<file path="src/rtl/axi_ic_pkg.sv">
package axi_ic_pkg;

    localparam int ID_W    = 4;
    localparam int CID_W   = 4;
    localparam int SID_W   = CID_W + ID_W;
    localparam int ADDR_W  = 32;
    localparam int DATA_W  = 32;
    localparam int LEN_W   = 8;
    localparam int N_MST   = 3;
    localparam int N_SLV   = 3;
    localparam int SEL_LSB = 30;     // addr[31:30] picks the slave
    localparam int FIFO_AW = 2;

    localparam logic [1:0] RESP_OKAY   = 2'b00;
    localparam logic [1:0] RESP_DECERR = 2'b11;

    typedef struct packed {
        logic [ID_W-1:0]   id;
        logic [ADDR_W-1:0] addr;
        logic [LEN_W-1:0]  len;
        logic [2:0]        size;
        logic [1:0]        burst;
    } mst_ar_t;

    typedef struct packed {
        logic [SID_W-1:0]  sid;      // channel id in the upper nibble
        logic [ADDR_W-1:0] addr;
        logic [LEN_W-1:0]  len;
        logic [2:0]        size;
        logic [1:0]        burst;
    } slv_ar_t;

    typedef struct packed {
        logic [SID_W-1:0]  sid;
        logic [DATA_W-1:0] data;
        logic [1:0]        resp;
        logic              last;
    } slv_r_t;

    typedef struct packed {
        logic [ID_W-1:0]   id;
        logic [DATA_W-1:0] data;
        logic [1:0]        resp;
        logic              last;
    } mst_r_t;

endpackage

</file>
<file path="src/rtl/axi_fifo_sync.sv">
module axi_fifo_sync #(
    parameter type payload_t = logic
) (
    input  logic     clk,
    input  logic     arst_n,
    input  logic     wr_vld,
    input  payload_t wr_din,
    input  logic     rd_rdy,
    output logic     wr_rdy,
    output logic     rd_vld,
    output payload_t rd_dout
);
    import axi_ic_pkg::*;

    payload_t           mem [1 << FIFO_AW];
    logic [FIFO_AW-1:0] wr_ptr;
    logic [FIFO_AW-1:0] rd_ptr;
    logic [FIFO_AW:0]   count;
    logic               push;
    logic               pop;

    assign wr_rdy  = !count[FIFO_AW];       // msb only set when full
    assign rd_vld  = (count != '0);
    assign rd_dout = mem[rd_ptr];
    assign push    = wr_vld && wr_rdy;
    assign pop     = rd_vld && rd_rdy;

    always_ff @(posedge clk or negedge arst_n) begin
        if (!arst_n) begin
            wr_ptr <= '0;
            rd_ptr <= '0;
            count  <= '0;
        end else begin
            if (push) begin
                wr_ptr <= wr_ptr + 1'b1;
            end
            if (pop) begin
                rd_ptr <= rd_ptr + 1'b1;
            end
            case ({push, pop})
                2'b10:   count <= count + 1'b1;
                2'b01:   count <= count - 1'b1;
                default: count <= count;    // both or neither
            endcase
        end
    end

    always_ff @(posedge clk) begin
        if (push) begin
            mem[wr_ptr] <= wr_din;
        end
    end

endmodule

</file>
<file path="src/rtl/ar_router.sv">
module ar_router (
    input  logic                clk,
    input  logic                arst_n,
    input  logic                m_vld [axi_ic_pkg::N_MST],
    input  axi_ic_pkg::mst_ar_t m_ar  [axi_ic_pkg::N_MST],
    input  logic                s_rdy [axi_ic_pkg::N_SLV+1],
    output logic                m_rdy [axi_ic_pkg::N_MST],
    output logic                s_vld [axi_ic_pkg::N_SLV+1],
    output axi_ic_pkg::slv_ar_t s_ar  [axi_ic_pkg::N_SLV+1]
);
    import axi_ic_pkg::*;

    logic [N_MST-1:0] req    [N_SLV+1];
    logic [N_MST-1:0] gnt    [N_SLV+1];
    logic [N_MST-1:0] rr_ptr [N_SLV+1];    // one-hot, master with top priority

    // target N_SLV is the decode-miss port
    for (genvar t = 0; t < N_SLV + 1; t++) begin : g_tgt
        for (genvar i = 0; i < N_MST; i++) begin : g_mst
            assign req[t][i] = m_vld[i]
                && (m_ar[i].addr[ADDR_W-1:SEL_LSB] == (ADDR_W - SEL_LSB)'(t));
        end
    end

    always_comb begin
        logic [N_MST-1:0] upper;
        for (int t = 0; t < N_SLV + 1; t++) begin
            upper = req[t] & ~(rr_ptr[t] - 1'b1);   // at or above the pointer
            if (upper != '0) begin
                gnt[t] = upper & (~upper + 1'b1);
            end else begin
                gnt[t] = req[t] & (~req[t] + 1'b1); // wrap around
            end
        end
    end

    always_comb begin
        for (int t = 0; t < N_SLV + 1; t++) begin
            s_vld[t] = |gnt[t];
            s_ar[t]  = '0;
            for (int i = 0; i < N_MST; i++) begin
                if (gnt[t][i]) begin
                    s_ar[t].sid   = {CID_W'(i + 1), m_ar[i].id};
                    s_ar[t].addr  = m_ar[i].addr;
                    s_ar[t].len   = m_ar[i].len;
                    s_ar[t].size  = m_ar[i].size;
                    s_ar[t].burst = m_ar[i].burst;
                end
            end
        end
    end

    always_comb begin
        for (int i = 0; i < N_MST; i++) begin
            m_rdy[i] = 1'b0;
            for (int t = 0; t < N_SLV + 1; t++) begin
                if (gnt[t][i] && s_rdy[t]) begin
                    m_rdy[i] = 1'b1;
                end
            end
        end
    end

    always_ff @(posedge clk or negedge arst_n) begin
        if (!arst_n) begin
            for (int t = 0; t < N_SLV + 1; t++) begin
                rr_ptr[t] <= N_MST'(1);
            end
        end else begin
            for (int t = 0; t < N_SLV + 1; t++) begin
                if (s_vld[t] && s_rdy[t]) begin
                    rr_ptr[t] <= {gnt[t][N_MST-2:0], gnt[t][N_MST-1]};  // next after winner
                end
            end
        end
    end

endmodule

</file>
<file path="src/rtl/decerr_slave.sv">
module decerr_slave (
    input  logic                clk,
    input  logic                arst_n,
    input  logic                ar_vld,
    input  axi_ic_pkg::slv_ar_t ar,
    input  logic                r_rdy,
    output logic                ar_rdy,
    output logic                r_vld,
    output axi_ic_pkg::slv_r_t  r
);
    import axi_ic_pkg::*;

    logic             busy;
    logic [LEN_W-1:0] beats_left;
    logic [SID_W-1:0] sid_q;

    assign ar_rdy = !busy;
    assign r_vld  = busy;

    assign r.sid  = sid_q;
    assign r.data = '0;
    assign r.resp = RESP_DECERR;
    assign r.last = (beats_left == '0);

    always_ff @(posedge clk or negedge arst_n) begin
        if (!arst_n) begin
            busy       <= 1'b0;
            beats_left <= '0;
        end else if (ar_vld && ar_rdy) begin
            busy       <= 1'b1;
            beats_left <= ar.len;           // arlen+1 beats to go
        end else if (r_vld && r_rdy) begin
            if (r.last) begin
                busy <= 1'b0;
            end else begin
                beats_left <= beats_left - 1'b1;
            end
        end
    end

    always_ff @(posedge clk) begin
        if (ar_vld && ar_rdy) begin
            sid_q <= ar.sid;
        end
    end

endmodule

</file>
<file path="src/rtl/r_router.sv">
module r_router (
    input  logic               clk,
    input  logic               arst_n,
    input  logic               s_vld [axi_ic_pkg::N_SLV+1],
    input  axi_ic_pkg::slv_r_t s_r   [axi_ic_pkg::N_SLV+1],
    input  logic               m_rdy [axi_ic_pkg::N_MST],
    output logic               s_rdy [axi_ic_pkg::N_SLV+1],
    output logic               m_vld [axi_ic_pkg::N_MST],
    output axi_ic_pkg::mst_r_t m_r   [axi_ic_pkg::N_MST]
);
    import axi_ic_pkg::*;

    logic [N_SLV:0] req      [N_MST];
    logic [N_SLV:0] gnt      [N_MST];
    logic [N_SLV:0] rr_ptr   [N_MST];
    logic [N_SLV:0] lock_src [N_MST];
    logic           lock     [N_MST];      // burst in progress

    for (genvar m = 0; m < N_MST; m++) begin : g_mst
        for (genvar s = 0; s < N_SLV + 1; s++) begin : g_src
            assign req[m][s] = s_vld[s] && (s_r[s].sid[SID_W-1:ID_W] == CID_W'(m + 1));
        end
    end

    always_comb begin
        logic [N_SLV:0] upper;
        for (int m = 0; m < N_MST; m++) begin
            upper = req[m] & ~(rr_ptr[m] - 1'b1);
            if (lock[m]) begin
                gnt[m] = lock_src[m] & req[m];  // hold source until rlast
            end else if (upper != '0) begin
                gnt[m] = upper & (~upper + 1'b1);
            end else begin
                gnt[m] = req[m] & (~req[m] + 1'b1);
            end
        end
    end

    always_comb begin
        for (int m = 0; m < N_MST; m++) begin
            m_vld[m] = |gnt[m];
            m_r[m]   = '0;
            for (int s = 0; s < N_SLV + 1; s++) begin
                if (gnt[m][s]) begin
                    m_r[m].id   = s_r[s].sid[ID_W-1:0];   // strip channel id
                    m_r[m].data = s_r[s].data;
                    m_r[m].resp = s_r[s].resp;
                    m_r[m].last = s_r[s].last;
                end
            end
        end
        for (int s = 0; s < N_SLV + 1; s++) begin
            s_rdy[s] = 1'b0;
            for (int m = 0; m < N_MST; m++) begin
                if (gnt[m][s] && m_rdy[m]) begin
                    s_rdy[s] = 1'b1;
                end
            end
        end
    end

    always_ff @(posedge clk or negedge arst_n) begin
        if (!arst_n) begin
            for (int m = 0; m < N_MST; m++) begin
                lock[m]     <= 1'b0;
                lock_src[m] <= '0;
                rr_ptr[m]   <= (N_SLV + 1)'(1);
            end
        end else begin
            for (int m = 0; m < N_MST; m++) begin
                if (m_vld[m] && m_rdy[m] && m_r[m].last) begin
                    lock[m]   <= 1'b0;
                    rr_ptr[m] <= {gnt[m][N_SLV-1:0], gnt[m][N_SLV]};
                end else if (m_vld[m]) begin
                    lock[m]     <= 1'b1;
                    lock_src[m] <= gnt[m];
                end
            end
        end
    end

endmodule

</file>
<file path="src/rtl/axi_interconnect.sv">
module axi_interconnect (
    input  logic                             axi_clk,
    input  logic                             arst_n,

    input  logic [axi_ic_pkg::ID_W-1:0]      m_axi_arid    [axi_ic_pkg::N_MST],
    input  logic [axi_ic_pkg::ADDR_W-1:0]    m_axi_araddr  [axi_ic_pkg::N_MST],
    input  logic [axi_ic_pkg::LEN_W-1:0]     m_axi_arlen   [axi_ic_pkg::N_MST],
    input  logic [2:0]                       m_axi_arsize  [axi_ic_pkg::N_MST],
    input  logic [1:0]                       m_axi_arburst [axi_ic_pkg::N_MST],
    input  logic                             m_axi_arvalid [axi_ic_pkg::N_MST],
    output logic                             m_axi_arready [axi_ic_pkg::N_MST],

    output logic [axi_ic_pkg::ID_W-1:0]      m_axi_rid     [axi_ic_pkg::N_MST],
    output logic [axi_ic_pkg::DATA_W-1:0]    m_axi_rdata   [axi_ic_pkg::N_MST],
    output logic [1:0]                       m_axi_rresp   [axi_ic_pkg::N_MST],
    output logic                             m_axi_rlast   [axi_ic_pkg::N_MST],
    output logic                             m_axi_rvalid  [axi_ic_pkg::N_MST],
    input  logic                             m_axi_rready  [axi_ic_pkg::N_MST],

    output logic [axi_ic_pkg::SID_W-1:0]     s_axi_arid    [axi_ic_pkg::N_SLV],
    output logic [axi_ic_pkg::ADDR_W-1:0]    s_axi_araddr  [axi_ic_pkg::N_SLV],
    output logic [axi_ic_pkg::LEN_W-1:0]     s_axi_arlen   [axi_ic_pkg::N_SLV],
    output logic [2:0]                       s_axi_arsize  [axi_ic_pkg::N_SLV],
    output logic [1:0]                       s_axi_arburst [axi_ic_pkg::N_SLV],
    output logic                             s_axi_arvalid [axi_ic_pkg::N_SLV],
    input  logic                             s_axi_arready [axi_ic_pkg::N_SLV],

    input  logic [axi_ic_pkg::SID_W-1:0]     s_axi_rid     [axi_ic_pkg::N_SLV],
    input  logic [axi_ic_pkg::DATA_W-1:0]    s_axi_rdata   [axi_ic_pkg::N_SLV],
    input  logic [1:0]                       s_axi_rresp   [axi_ic_pkg::N_SLV],
    input  logic                             s_axi_rlast   [axi_ic_pkg::N_SLV],
    input  logic                             s_axi_rvalid  [axi_ic_pkg::N_SLV],
    output logic                             s_axi_rready  [axi_ic_pkg::N_SLV]
);
    import axi_ic_pkg::*;

    mst_ar_t m_ar_in  [N_MST];
    mst_ar_t m_ar_q   [N_MST];
    logic    m_ar_vld [N_MST];
    logic    m_ar_rdy [N_MST];

    slv_ar_t s_ar_d   [N_SLV+1];       // last entry feeds the error slave
    slv_ar_t s_ar_q   [N_SLV];
    logic    s_ar_vld [N_SLV+1];
    logic    s_ar_rdy [N_SLV+1];

    slv_r_t  s_r_in   [N_SLV];
    slv_r_t  s_r_q    [N_SLV+1];
    logic    s_r_vld  [N_SLV+1];
    logic    s_r_rdy  [N_SLV+1];

    mst_r_t  m_r_d    [N_MST];
    mst_r_t  m_r_q    [N_MST];
    logic    m_r_vld  [N_MST];
    logic    m_r_rdy  [N_MST];

    for (genvar i = 0; i < N_MST; i++) begin : g_mst
        assign m_ar_in[i] = '{id: m_axi_arid[i], addr: m_axi_araddr[i], len: m_axi_arlen[i],
                              size: m_axi_arsize[i], burst: m_axi_arburst[i]};

        axi_fifo_sync #(.payload_t(mst_ar_t)) u_fifo_ar_m (
            .clk     (axi_clk),
            .arst_n  (arst_n),
            .wr_vld  (m_axi_arvalid[i]),
            .wr_din  (m_ar_in[i]),
            .rd_rdy  (m_ar_rdy[i]),
            .wr_rdy  (m_axi_arready[i]),
            .rd_vld  (m_ar_vld[i]),
            .rd_dout (m_ar_q[i])
        );

        axi_fifo_sync #(.payload_t(mst_r_t)) u_fifo_r_m (
            .clk     (axi_clk),
            .arst_n  (arst_n),
            .wr_vld  (m_r_vld[i]),
            .wr_din  (m_r_d[i]),
            .rd_rdy  (m_axi_rready[i]),
            .wr_rdy  (m_r_rdy[i]),
            .rd_vld  (m_axi_rvalid[i]),
            .rd_dout (m_r_q[i])
        );

        assign m_axi_rid[i]   = m_r_q[i].id;
        assign m_axi_rdata[i] = m_r_q[i].data;
        assign m_axi_rresp[i] = m_r_q[i].resp;
        assign m_axi_rlast[i] = m_r_q[i].last;
    end

    for (genvar i = 0; i < N_SLV; i++) begin : g_slv
        axi_fifo_sync #(.payload_t(slv_ar_t)) u_fifo_ar_s (
            .clk     (axi_clk),
            .arst_n  (arst_n),
            .wr_vld  (s_ar_vld[i]),
            .wr_din  (s_ar_d[i]),
            .rd_rdy  (s_axi_arready[i]),
            .wr_rdy  (s_ar_rdy[i]),
            .rd_vld  (s_axi_arvalid[i]),
            .rd_dout (s_ar_q[i])
        );

        assign s_axi_arid[i]    = s_ar_q[i].sid;
        assign s_axi_araddr[i]  = s_ar_q[i].addr;
        assign s_axi_arlen[i]   = s_ar_q[i].len;
        assign s_axi_arsize[i]  = s_ar_q[i].size;
        assign s_axi_arburst[i] = s_ar_q[i].burst;

        assign s_r_in[i] = '{sid: s_axi_rid[i], data: s_axi_rdata[i], resp: s_axi_rresp[i],
                             last: s_axi_rlast[i]};

        axi_fifo_sync #(.payload_t(slv_r_t)) u_fifo_r_s (
            .clk     (axi_clk),
            .arst_n  (arst_n),
            .wr_vld  (s_axi_rvalid[i]),
            .wr_din  (s_r_in[i]),
            .rd_rdy  (s_r_rdy[i]),
            .wr_rdy  (s_axi_rready[i]),
            .rd_vld  (s_r_vld[i]),
            .rd_dout (s_r_q[i])
        );
    end

    ar_router u_ar_router (
        .clk    (axi_clk),
        .arst_n (arst_n),
        .m_vld  (m_ar_vld),
        .m_ar   (m_ar_q),
        .s_rdy  (s_ar_rdy),
        .m_rdy  (m_ar_rdy),
        .s_vld  (s_ar_vld),
        .s_ar   (s_ar_d)
    );

    decerr_slave u_decerr_slave (
        .clk    (axi_clk),
        .arst_n (arst_n),
        .ar_vld (s_ar_vld[N_SLV]),
        .ar     (s_ar_d[N_SLV]),
        .r_rdy  (s_r_rdy[N_SLV]),
        .ar_rdy (s_ar_rdy[N_SLV]),
        .r_vld  (s_r_vld[N_SLV]),
        .r      (s_r_q[N_SLV])
    );

    r_router u_r_router (
        .clk    (axi_clk),
        .arst_n (arst_n),
        .s_vld  (s_r_vld),
        .s_r    (s_r_q),
        .m_rdy  (m_r_rdy),
        .s_rdy  (s_r_rdy),
        .m_vld  (m_r_vld),
        .m_r    (m_r_d)
    );

endmodule

</file>
<file path="config.mk">
export PLATFORM = sky130hd
export DESIGN_NAME = axi_interconnect
export DESIGN_NICKNAME = d
export VERILOG_FILES = /design/src/rtl/axi_ic_pkg.sv /design/src/rtl/axi_fifo_sync.sv /design/src/rtl/ar_router.sv /design/src/rtl/decerr_slave.sv /design/src/rtl/r_router.sv /design/src/rtl/axi_interconnect.sv
export SDC_FILE = /design/constraint.sdc
export NUM_CORES = 2
export LEC_CHECK = 0
export BUFFER_PORTS_ARGS = -buffer_cell sky130_fd_sc_hd__buf_4
export CELL_PAD_IN_SITES_DETAIL_PLACEMENT = 1
export CELL_PAD_IN_SITES_GLOBAL_PLACEMENT = 1
export CORE_AREA = 8 8 616 618
export CTS_CLUSTER_DIAMETER = 150
export DETAILED_ROUTE_END_ITERATION = 6
export DIE_AREA = 0 0 624 626
export GPL_TIMING_DRIVEN = 0
export PLACE_DENSITY_LB_ADDON = 0.1
export SYNTH_ARGS = -nofsm -noshare
export SYNTH_HDL_FRONTEND = slang
export SYNTH_SLANG_ARGS = --single-unit
</file>
<file path="constraint.sdc">
create_clock -name axi_clk -period 5.2 [get_ports axi_clk]
set_input_delay 0.26 -clock axi_clk [delete_from_list [all_inputs] [get_ports axi_clk]]
set_output_delay 0.26 -clock axi_clk [all_outputs]
set_load 0.005 [all_outputs]
</file>
Word-level counts from Yosys, hierarchy flattened
Memory sizes are Yosys's and may differ from the RTL's.
Index checks and enable logic that the tools add are counted.
{"block": "classes", "n_mux": 106, "n_addsub": 70, "bitwise": 48, "n_eq_ne": 46, "n_reduce_logical": 143}
{"op": "39-bit 2-to-1 mux", "count": 12}
{"op": "51-bit 2-to-1 mux", "count": 6}
{"op": "50-bit 2-to-1 mux", "count": 5}
{"op": "1-bit logical AND", "count": 77}
{"op": "3-bit case mux with 2 select lines", "count": 12}
{"op": "3-bit by 1-bit adder with 3-bit output (second input constant)", "count": 20}
{"op": "1-bit 2-to-1 mux", "count": 57}
{"op": "49-bit 2-to-1 mux", "count": 1}
{"op": "2-bit by 1-bit adder with 2-bit output (second input constant)", "count": 24}
{"op": "4-bit bitwise AND", "count": 12}
{"op": "3-bit nonzero test", "count": 16}
{"op": "3-bit by 1-bit subtractor with 3-bit output (second input constant)", "count": 16}
{"op": "3-bit bitwise AND", "count": 12}
{"op": "2-bit equality test (second input constant)", "count": 18}
{"op": "3-bit NOT", "count": 12}
{"op": "4-bit NOT", "count": 9}
{"op": "2-bit nonzero test", "count": 17}
{"op": "4-bit by 2-bit equality test with 1-bit output (second input constant)", "count": 8}
{"op": "2-bit by 1-bit equality test with 1-bit output (second input constant)", "count": 15}
{"op": "4-bit by 1-bit adder with 4-bit output (second input constant)", "count": 6}
{"op": "4-bit 2-to-1 mux", "count": 6}
{"op": "8-bit 2-to-1 mux", "count": 3}
{"op": "4-bit by 1-bit equality test with 1-bit output (second input constant)", "count": 4}
{"op": "1-bit logical NOT", "count": 13}
{"op": "12 further kinds", "count": 32}
{"block": "word_totals", "inputBits": 290, "elab_cells": 479, "n_memories": 12, "register_bits": 140, "ramBits": 2184}
{"name": "g_slv[0].u_fifo_ar_s.mem", "depth": 4, "word_bits": 51, "read_ports": 1, "rd_ports_with_merged_regs": 0, "write_ports": 1, "line_no": "axi_fifo_sync.sv:15", "text": "payload_t mem [1 << FIFO_AW];"}
{"name": "g_slv[1].u_fifo_ar_s.mem", "depth": 4, "word_bits": 51, "read_ports": 1, "rd_ports_with_merged_regs": 0, "write_ports": 1, "line_no": "axi_fifo_sync.sv:15"}
{"name": "g_slv[2].u_fifo_ar_s.mem", "depth": 4, "word_bits": 51, "read_ports": 1, "rd_ports_with_merged_regs": 0, "write_ports": 1, "line_no": "axi_fifo_sync.sv:15"}
{"name": "g_mst[0].u_fifo_ar_m.mem", "depth": 4, "word_bits": 49, "read_ports": 1, "rd_ports_with_merged_regs": 0, "write_ports": 1, "line_no": "axi_fifo_sync.sv:15"}
{"name": "g_mst[1].u_fifo_ar_m.mem", "depth": 4, "word_bits": 49, "read_ports": 1, "rd_ports_with_merged_regs": 0, "write_ports": 1, "line_no": "axi_fifo_sync.sv:15"}
{"name": "g_mst[2].u_fifo_ar_m.mem", "depth": 4, "word_bits": 49, "read_ports": 1, "rd_ports_with_merged_regs": 0, "write_ports": 1, "line_no": "axi_fifo_sync.sv:15"}
{"name": "6 more memories"}

Depth between registers and ports, before layout
An unclocked memory read counts as a cell.
{"block": "logic_depth", "ltp_word": 16, "ltp_mapped": 17}

Hierarchy
A second synthesis with hierarchy kept.
{"block": "hier_totals", "cells_unflattened": 4864, "area_unflattened_um2": 96420.0}
{"mod": "axi_fifo_sync (g_slv[0].u_fifo_ar_s ...)", "cells_per_inst": 316, "area_each_um2": 8131.5, "instances": 3, "seq_area_each_um2": 6541.3}
{"mod": "axi_fifo_sync (g_mst[0].u_fifo_ar_m ...)", "cells_per_inst": 296, "area_each_um2": 7544.7, "instances": 3, "seq_area_each_um2": 6060.8}
{"mod": "axi_fifo_sync (g_slv[0].u_fifo_r_s ...)", "cells_per_inst": 264, "area_each_um2": 6680.2, "instances": 3, "seq_area_each_um2": 5340.1}
{"mod": "axi_fifo_sync (g_mst[0].u_fifo_r_m ...)", "cells_per_inst": 243, "area_each_um2": 6089.6, "instances": 3, "seq_area_each_um2": 4859.7}
{"mod": "r_router", "cells_per_inst": 782, "area_each_um2": 5138.7, "instances": 1, "seq_area_each_um2": 679.4}
{"mod": "ar_router", "cells_per_inst": 621, "area_each_um2": 4913.5, "instances": 1, "seq_area_each_um2": 305.3}
{"mod": "decerr_slave", "cells_per_inst": 104, "area_each_um2": 1029.7, "instances": 1, "seq_area_each_um2": 465.4}

Worst setup path after synthesis
Ideal clock, no wire load.
{"block": "synth_timing", "path_kind": "reg2reg", "start": "reg g_slv[0].u_fifo_r_s.rd_ptr[0]", "end": "mem g_mst[2].u_fifo_r_m.mem[0][0] (netlist bit) (enable)", "stages_incl_launch_ff": 11, "setup_slack_ns": 1.444, "n_path_buf": 2, "setup_time_ns": 0.400, "arrival_time_ns": 3.356, "path_cell_list": "dfrtp_1 buf_2 mux4_2 and2_1 and3_1 a211oi_1 a31o_2 buf_2 inv_1 nand4_1 and3_1"}
{"block": "synth_via", "elab_chain_len": 13, "word_cells_on_any_way": 18, "classes_between": "2 x add/sub; 1 x eq/ne; 4 x mux; 6 x bitwise; 4 x reduce/logical; 1 x memory"}
{"element": "start: declaration", "line_no": "axi_fifo_sync.sv:17", "text": "logic [FIFO_AW-1:0] rd_ptr;"}
{"element": "start signal: assignment", "line_no": "axi_fifo_sync.sv:38", "text": "rd_ptr <= rd_ptr + 1'b1;"}
{"element": "memory read 4 x 43 bit *"}
{"element": "4-bit by 2-bit equality test with 1-bit output *", "line_no": "r_router.sv:21", "text": "assign req[m][s] = s_vld[s] && (s_r[s].sid[SID_W-1:ID_W] == CID_W'(m + 1));"}
{"element": "1-bit logical AND *", "line_no": "r_router.sv:21"}
{"element": "4-bit bitwise AND", "line_no": "r_router.sv:28", "text": "upper = req[m] & ~(rr_ptr[m] - 1'b1);"}
{"element": "4-bit NOT", "line_no": "r_router.sv:32", "text": "gnt[m] = upper & (~upper + 1'b1);"}
{"element": "4-bit by 1-bit adder with 4-bit output", "line_no": "r_router.sv:32"}
{"element": "4-bit bitwise AND", "line_no": "r_router.sv:32"}
{"element": "4-bit 2-to-1 mux", "line_no": "r_router.sv:31", "text": "end else if (upper != '0) begin"}
{"element": "4-bit 2-to-1 mux *", "line_no": "r_router.sv:29", "text": "if (lock[m]) begin"}
{"element": "4-bit OR reduction *", "line_no": "r_router.sv:41", "text": "m_vld[m] = |gnt[m];"}
{"element": "1-bit logical AND *", "line_no": "axi_fifo_sync.sv:25", "text": "assign push = wr_vld && wr_rdy;"}
{"element": "1-bit 2-to-1 mux *", "line_no": "axi_fifo_sync.sv:49", "text": "if (push) begin"}
{"element": "1-bit 2-to-1 mux (not written as such) *", "line_no": "axi_fifo_sync.sv:50", "text": "mem[wr_ptr] <= wr_din;"}
{"element": "end: declaration", "line_no": "axi_fifo_sync.sv:15"}
Mark *: on every way between the ends. The rest lies on a longest branch, timed or not.

==> flow_summary.rst <==
.. list-table::
   :header-rows: 1

   * - Metric
     - Value
   * - Length of the first detailed-routing pass in iterations
     - 7
   * - Placeable Area
     - 0.370 mm^2
   * - Effective utilization at floorplan
     - 24.9%
   * - Fmax
     - 0.200 GHz
   * - Number of synthesized flops with an enable pin
     - 2,190
   * - Highest-delay cell along the critical path
     - sky130_fd_sc_hd__dfrtp_1
   * - CTS sink count
     - 2,322
   * - Clock Latency Late Sink
     - 0.89 ns
   * - Cell area power density
     - 658 mW/mm^2
   * - Grt peak-use layer
     - met2
   * - Depth of the CTS H-tree
     - 5
   * - Yosys top cell by area
     - sky130_fd_sc_hd__edfxtp_1
   * - PnR worst setup slack
     - 0.193 ns
   * - Worst max-slew margin expressed relative to the limit
     - 5.06%
   * - Slew at the pin closest to its max-slew limit
     - 1.42 ns
   * - Hold depth
     - 4
   * - Static power due to leakage
     - 39.1 nW
   * - Post-detailed-route wirelength per cell
     - 30.2 um
   * - Nature of the critical path startpoint
     - register
   * - Vertical die dimension
     - 626 um
   * - Global Route met3 Usage
     - 3.08%
   * - Maximum count of clock buffers along a single path
     - 4
   * - Fraction of synthesis flops using an asynchronous set or reset pin
     - 5.68%
   * - Maximum fanout along the worst path
     - 10
   * - Share of synthesized area occupied by flip-flops and latches
     - 75.0%
   * - Netlist cell types
     - 75
   * - Synth-to-Final Area Change
     - 25.9%
   * - Share of the synthesized area in the top cell type
     - 71.4%
   * - Beginning of the worst register-to-register path
     - g_slv[2].u_fifo_r_s.rd_ptr[1]$_DFFE_PN0P_
   * - Accumulated negative setup slack
     - 0 ns
   * - Nature of the critical path endpoint
     - register
   * - Terminus of the critical flop-to-flop path
     - g_mst[2].u_fifo_r_m.mem[1][29]$_DFFE_PP_
   * - Port-buffer cells
     - 571
   * - Mean area per synthesized cell
     - 19.9 um^2
   * - Hold Violations, Final
     - 0
   * - Starting DRC count in detailed routing
     - 4,564
   * - Final weighted congestion of routability-driven global placement
     - 0.794
   * - Routed vias
     - 50,883
   * - Most area-consuming cells after synthesis
     - sky130_fd_sc_hd__edfxtp_1 (71%), sky130_fd_sc_hd__mux4_2 (13%), sky130_fd_sc_hd__dfrtp_1 (3.4%)
   * - Clock root cell
     - sky130_fd_sc_hd__clkbuf_16
   * - Final HPWL from detailed placement
     - 250 mm
   * - Required time at the endpoint of the critical path
     - 5.74 ns
   * - Crit path top cell by count
     - sky130_fd_sc_hd__clkbuf_1
   * - Outcome
     - finished, violations left
   * - Warnings from Yosys
     - 0
   * - Postcts setup bufs
     - 0
   * - Final Max Tran Viols
     - 0
   * - Count of maximum capacitance violations
     - 0
   * - Kind of critical path
     - register to register
   * - Worst slack at placement
     - -0.390 ns
   * - Pin count of the biggest net entering global routing
     - 85
   * - Overall die width
     - 624 um
   * - Layout cell share with drive strength beyond 1
     - 27.8%
   * - RSZ-0062 raised after global routing
     - false
   * - Cell-by-cell listing of the critical path
     - mux4_2 > and2_1 > a31oi_1 > nand2b_1 > a31oi_2 > clkbuf_1 > clkbuf_1 > nand3_1 > a311oi_1
   * - Number of nets in the finished design
     - 6,239
   * - Final clock skew
     - 0.0636 ns
   * - Fill cells
     - 37,401
   * - Synthesized instance count
     - 4,630
   * - Die outline area
     - 0.391 mm^2
   * - Worst hold path class
     - primary input to register
   * - Area of the mapped netlist
     - 0.0921 mm^2
   * - Remaining design rule violation count
     - 5
   * - Standard-cell row count
     - 224
   * - Total wire length
     - 335 mm
   * - Vias in the first global route
     - 54,596
   * - Violations in the final reports
     - design-rule violations
   * - CP peak stage delay
     - 0.78 ns
   * - First-pass GRT wire length
     - 457 mm
   * - Per-cell via count in the routed design
     - 4.59
   * - Primary flip-flop cell chosen by synthesis mapping
     - sky130_fd_sc_hd__edfxtp_1
   * - Period minus WS final
     - 5.01 ns
   * - Number of antenna violations at the first check in global routing
     - 111
   * - Most instantiated library cell after synthesis
     - sky130_fd_sc_hd__edfxtp_1
   * - Final setup fails
     - 0
   * - Worst IR Drop VDD
     - 274 uV
   * - Final hold slack
     - 0.0957 ns
   * - Clock tree from TritonCTS
     - built
   * - Total routing resource utilization after global routing
     - 16.7%
   * - Data arrival time of the critical path
     - 5.55 ns
   * - Crit share post-route
     - 96.3%
   * - Clock transition time at the flip-flop clock pins of the worst setup and hold paths
     - 0.06 ns
   * - GRT Residual Overflow
     - 0
   * - Inserted Clock Buffers
     - 284
   * - Worst Hold End
     - g_mst[1].u_fifo_ar_m.wr_ptr[0]$_DFFE_PN0P_
   * - Flop-to-flop setup slack
     - 0.19 ns
   * - Worst Reg2Reg Path Length in Cells
     - 9
   * - Antenna violation net count after detailed routing
     - 0
   * - Global routing met1 resource utilization
     - 22.2%
   * - Hold_sp
     - m_axi_arvalid[1]
   * - I/O pin total
     - 578
   * - Met2 routing resource usage after global routing
     - 28.1%
   * - Number of synthesized register bits
     - 2,322
   * - Top cell types by occurrence after synthesis
     - sky130_fd_sc_hd__edfxtp_1 (2,190), sky130_fd_sc_hd__mux4_2 (545), sky130_fd_sc_hd__inv_1 (260), sky130_fd_sc_hd__clkbuf_1 (208), sky130_fd_sc_hd__nor2_1 (162)
state kept, by name, indices dropped and copies added, names as in the netlist, 9 cells and up:
| signal | count |
|---|---|
| g_slv.u_fifo_r_s.mem | 516 |
| g_slv.u_fifo_r_s.count | 9 |
| g_mst.u_fifo_r_m.mem | 468 |
| g_mst.u_fifo_ar_m.count | 9 |
| u_r_router.rr_ptr | 12 |
| g_slv.u_fifo_ar_s.count | 9 |
| u_r_router.lock_src | 12 |
| g_mst.u_fifo_r_m.count | 9 |
| u_ar_router.rr_ptr | 12 |
| g_slv.u_fifo_ar_s.mem | 612 |
| g_mst.u_fifo_ar_m.mem | 588 |
final cells by class:
cell class,count,area [um^2],share of cell area (%)
Tap cell,4972,6220,5.37
Multi-Input combinational cell,1790,21200,18.3
Antenna cell,27,67.6,0.0583
Sequential cell,2322,69100,59.6
Timing Repair Buffer,938,8480,7.32
Inverter,261,980,0.845
Clock inverter,125,1100,0.951
Buffer,272,1120,0.965
Clock buffer,378,7700,6.64
worst max-delay path, delay by kind of cell, from the launching register on:
kind	cells	cell delay, ns
AO/OA/AOI/OAI	3	1.76
buffers and inverters	2	1.20
flip-flops	1	0.78
multiplexers	1	0.48
AND/OR/NAND/NOR	3	0.46
worst max-delay path by stage:
stage,from,end,cells after the start
finish,g_slv[2].u_fifo_r_s.rd_ptr[1]$_DFFE_PN0P_,g_mst[2].u_fifo_r_m.mem[1][29]$_DFFE_PP_,9
global route,g_slv[2].u_fifo_r_s.rd_ptr[1]$_DFFE_PN0P_,g_mst[2].u_fifo_r_m.count[2]$_DFFE_PN0P_,15
CTS,g_slv[1].u_fifo_r_s.rd_ptr[0]$_DFFE_PN0P_,g_mst[0].u_fifo_r_m.mem[0][21]$_DFFE_PP_,10
detailed placement,g_slv[2].u_fifo_r_s.rd_ptr[1]$_DFFE_PN0P_,g_mst[2].u_fifo_r_m.mem[2][33]$_DFFE_PP_,9
floorplan,g_slv[0].u_fifo_r_s.rd_ptr[0]$_DFFE_PN0P_,g_mst[2].u_fifo_r_m.mem[0][0]$_DFFE_PP_,10
global placement,g_mst[2].u_fifo_ar_m.rd_ptr[0]$_DFFE_PN0P_,g_slv[1].u_fifo_ar_s.mem[0][30]$_DFFE_PP_,11
cell families after synthesis:
group,after synthesis,share of synthesized area [%]
AND/OR/NAND/NOR,570,2.94
XOR/XNOR,86,0.818
multiplexers,567,13.6
flip-flops,2322,75.0
adder cells (fa/ha/maj),80,1.19
AO/OA/AOI/OAI,465,4.14
other,1,0.00407
buffers and inverters,539,2.29
report_power, final:
| part | leakage [nW] | switching [mW] | total (mW) | internal, mW |
|---|---|---|---|---|
| Clock | 4.28 | 7.83 | 19.0 | 11.2 |
| Sequential | 21.7 | 1.12 | 27.5 | 26.4 |
| Combinational | 13.2 | 19.4 | 29.8 | 10.4 |
through the flow:
step	instances	power (mW)	area, um^2	utilization, %
2_1_floorplan	4651	41.9	92100	-
3_3_place_gp	10194	57.4	103000	27.7
3_5_place_dp	10272	58.5	104000	28.1
4_1_cts	11059	78.1	116000	31.3
5_1_grt	11067	80.1	116000	31.3
6_report	11085	76.3	116000	31.3
cells in the final DEF (no fill, tap or decap), drive strengths merged, types with 33 or more instances in the layout:
cell type	instances
clkbuf	580
ha	68
edfxtp	2190
nor3	58
buf	719
xnor2	59
nand2	132
a311oi	33
a221oi	39
a22oi	45
nand3	65
clkinv	87
dlygate4sd3	288
mux4	545
a222oi	155
nor2	163
o21ai	63
dfrtp	125
a211oi	35
inv	278
and2	51
layer usage:
metal	share of wire, %	vias to the layer above	routed length [um]
li1	-	21563	-
met1	43	27290	145000
met2	48	1490	162000
met3	5.3	508	17800
met4	3.0	32	9920
met5	0.059	-	197
timing repair:
action                                  4_1_cts  5_1_grt
endpoints found under the setup margin      150       64
pin swaps                                     1        0
hold endpoints to repair                   1249        0
gates cloned                                  0        0
resized for setup                            17        6
hold buffers                                289        0
No activity file was read; power rests on OpenSTA's default activity.
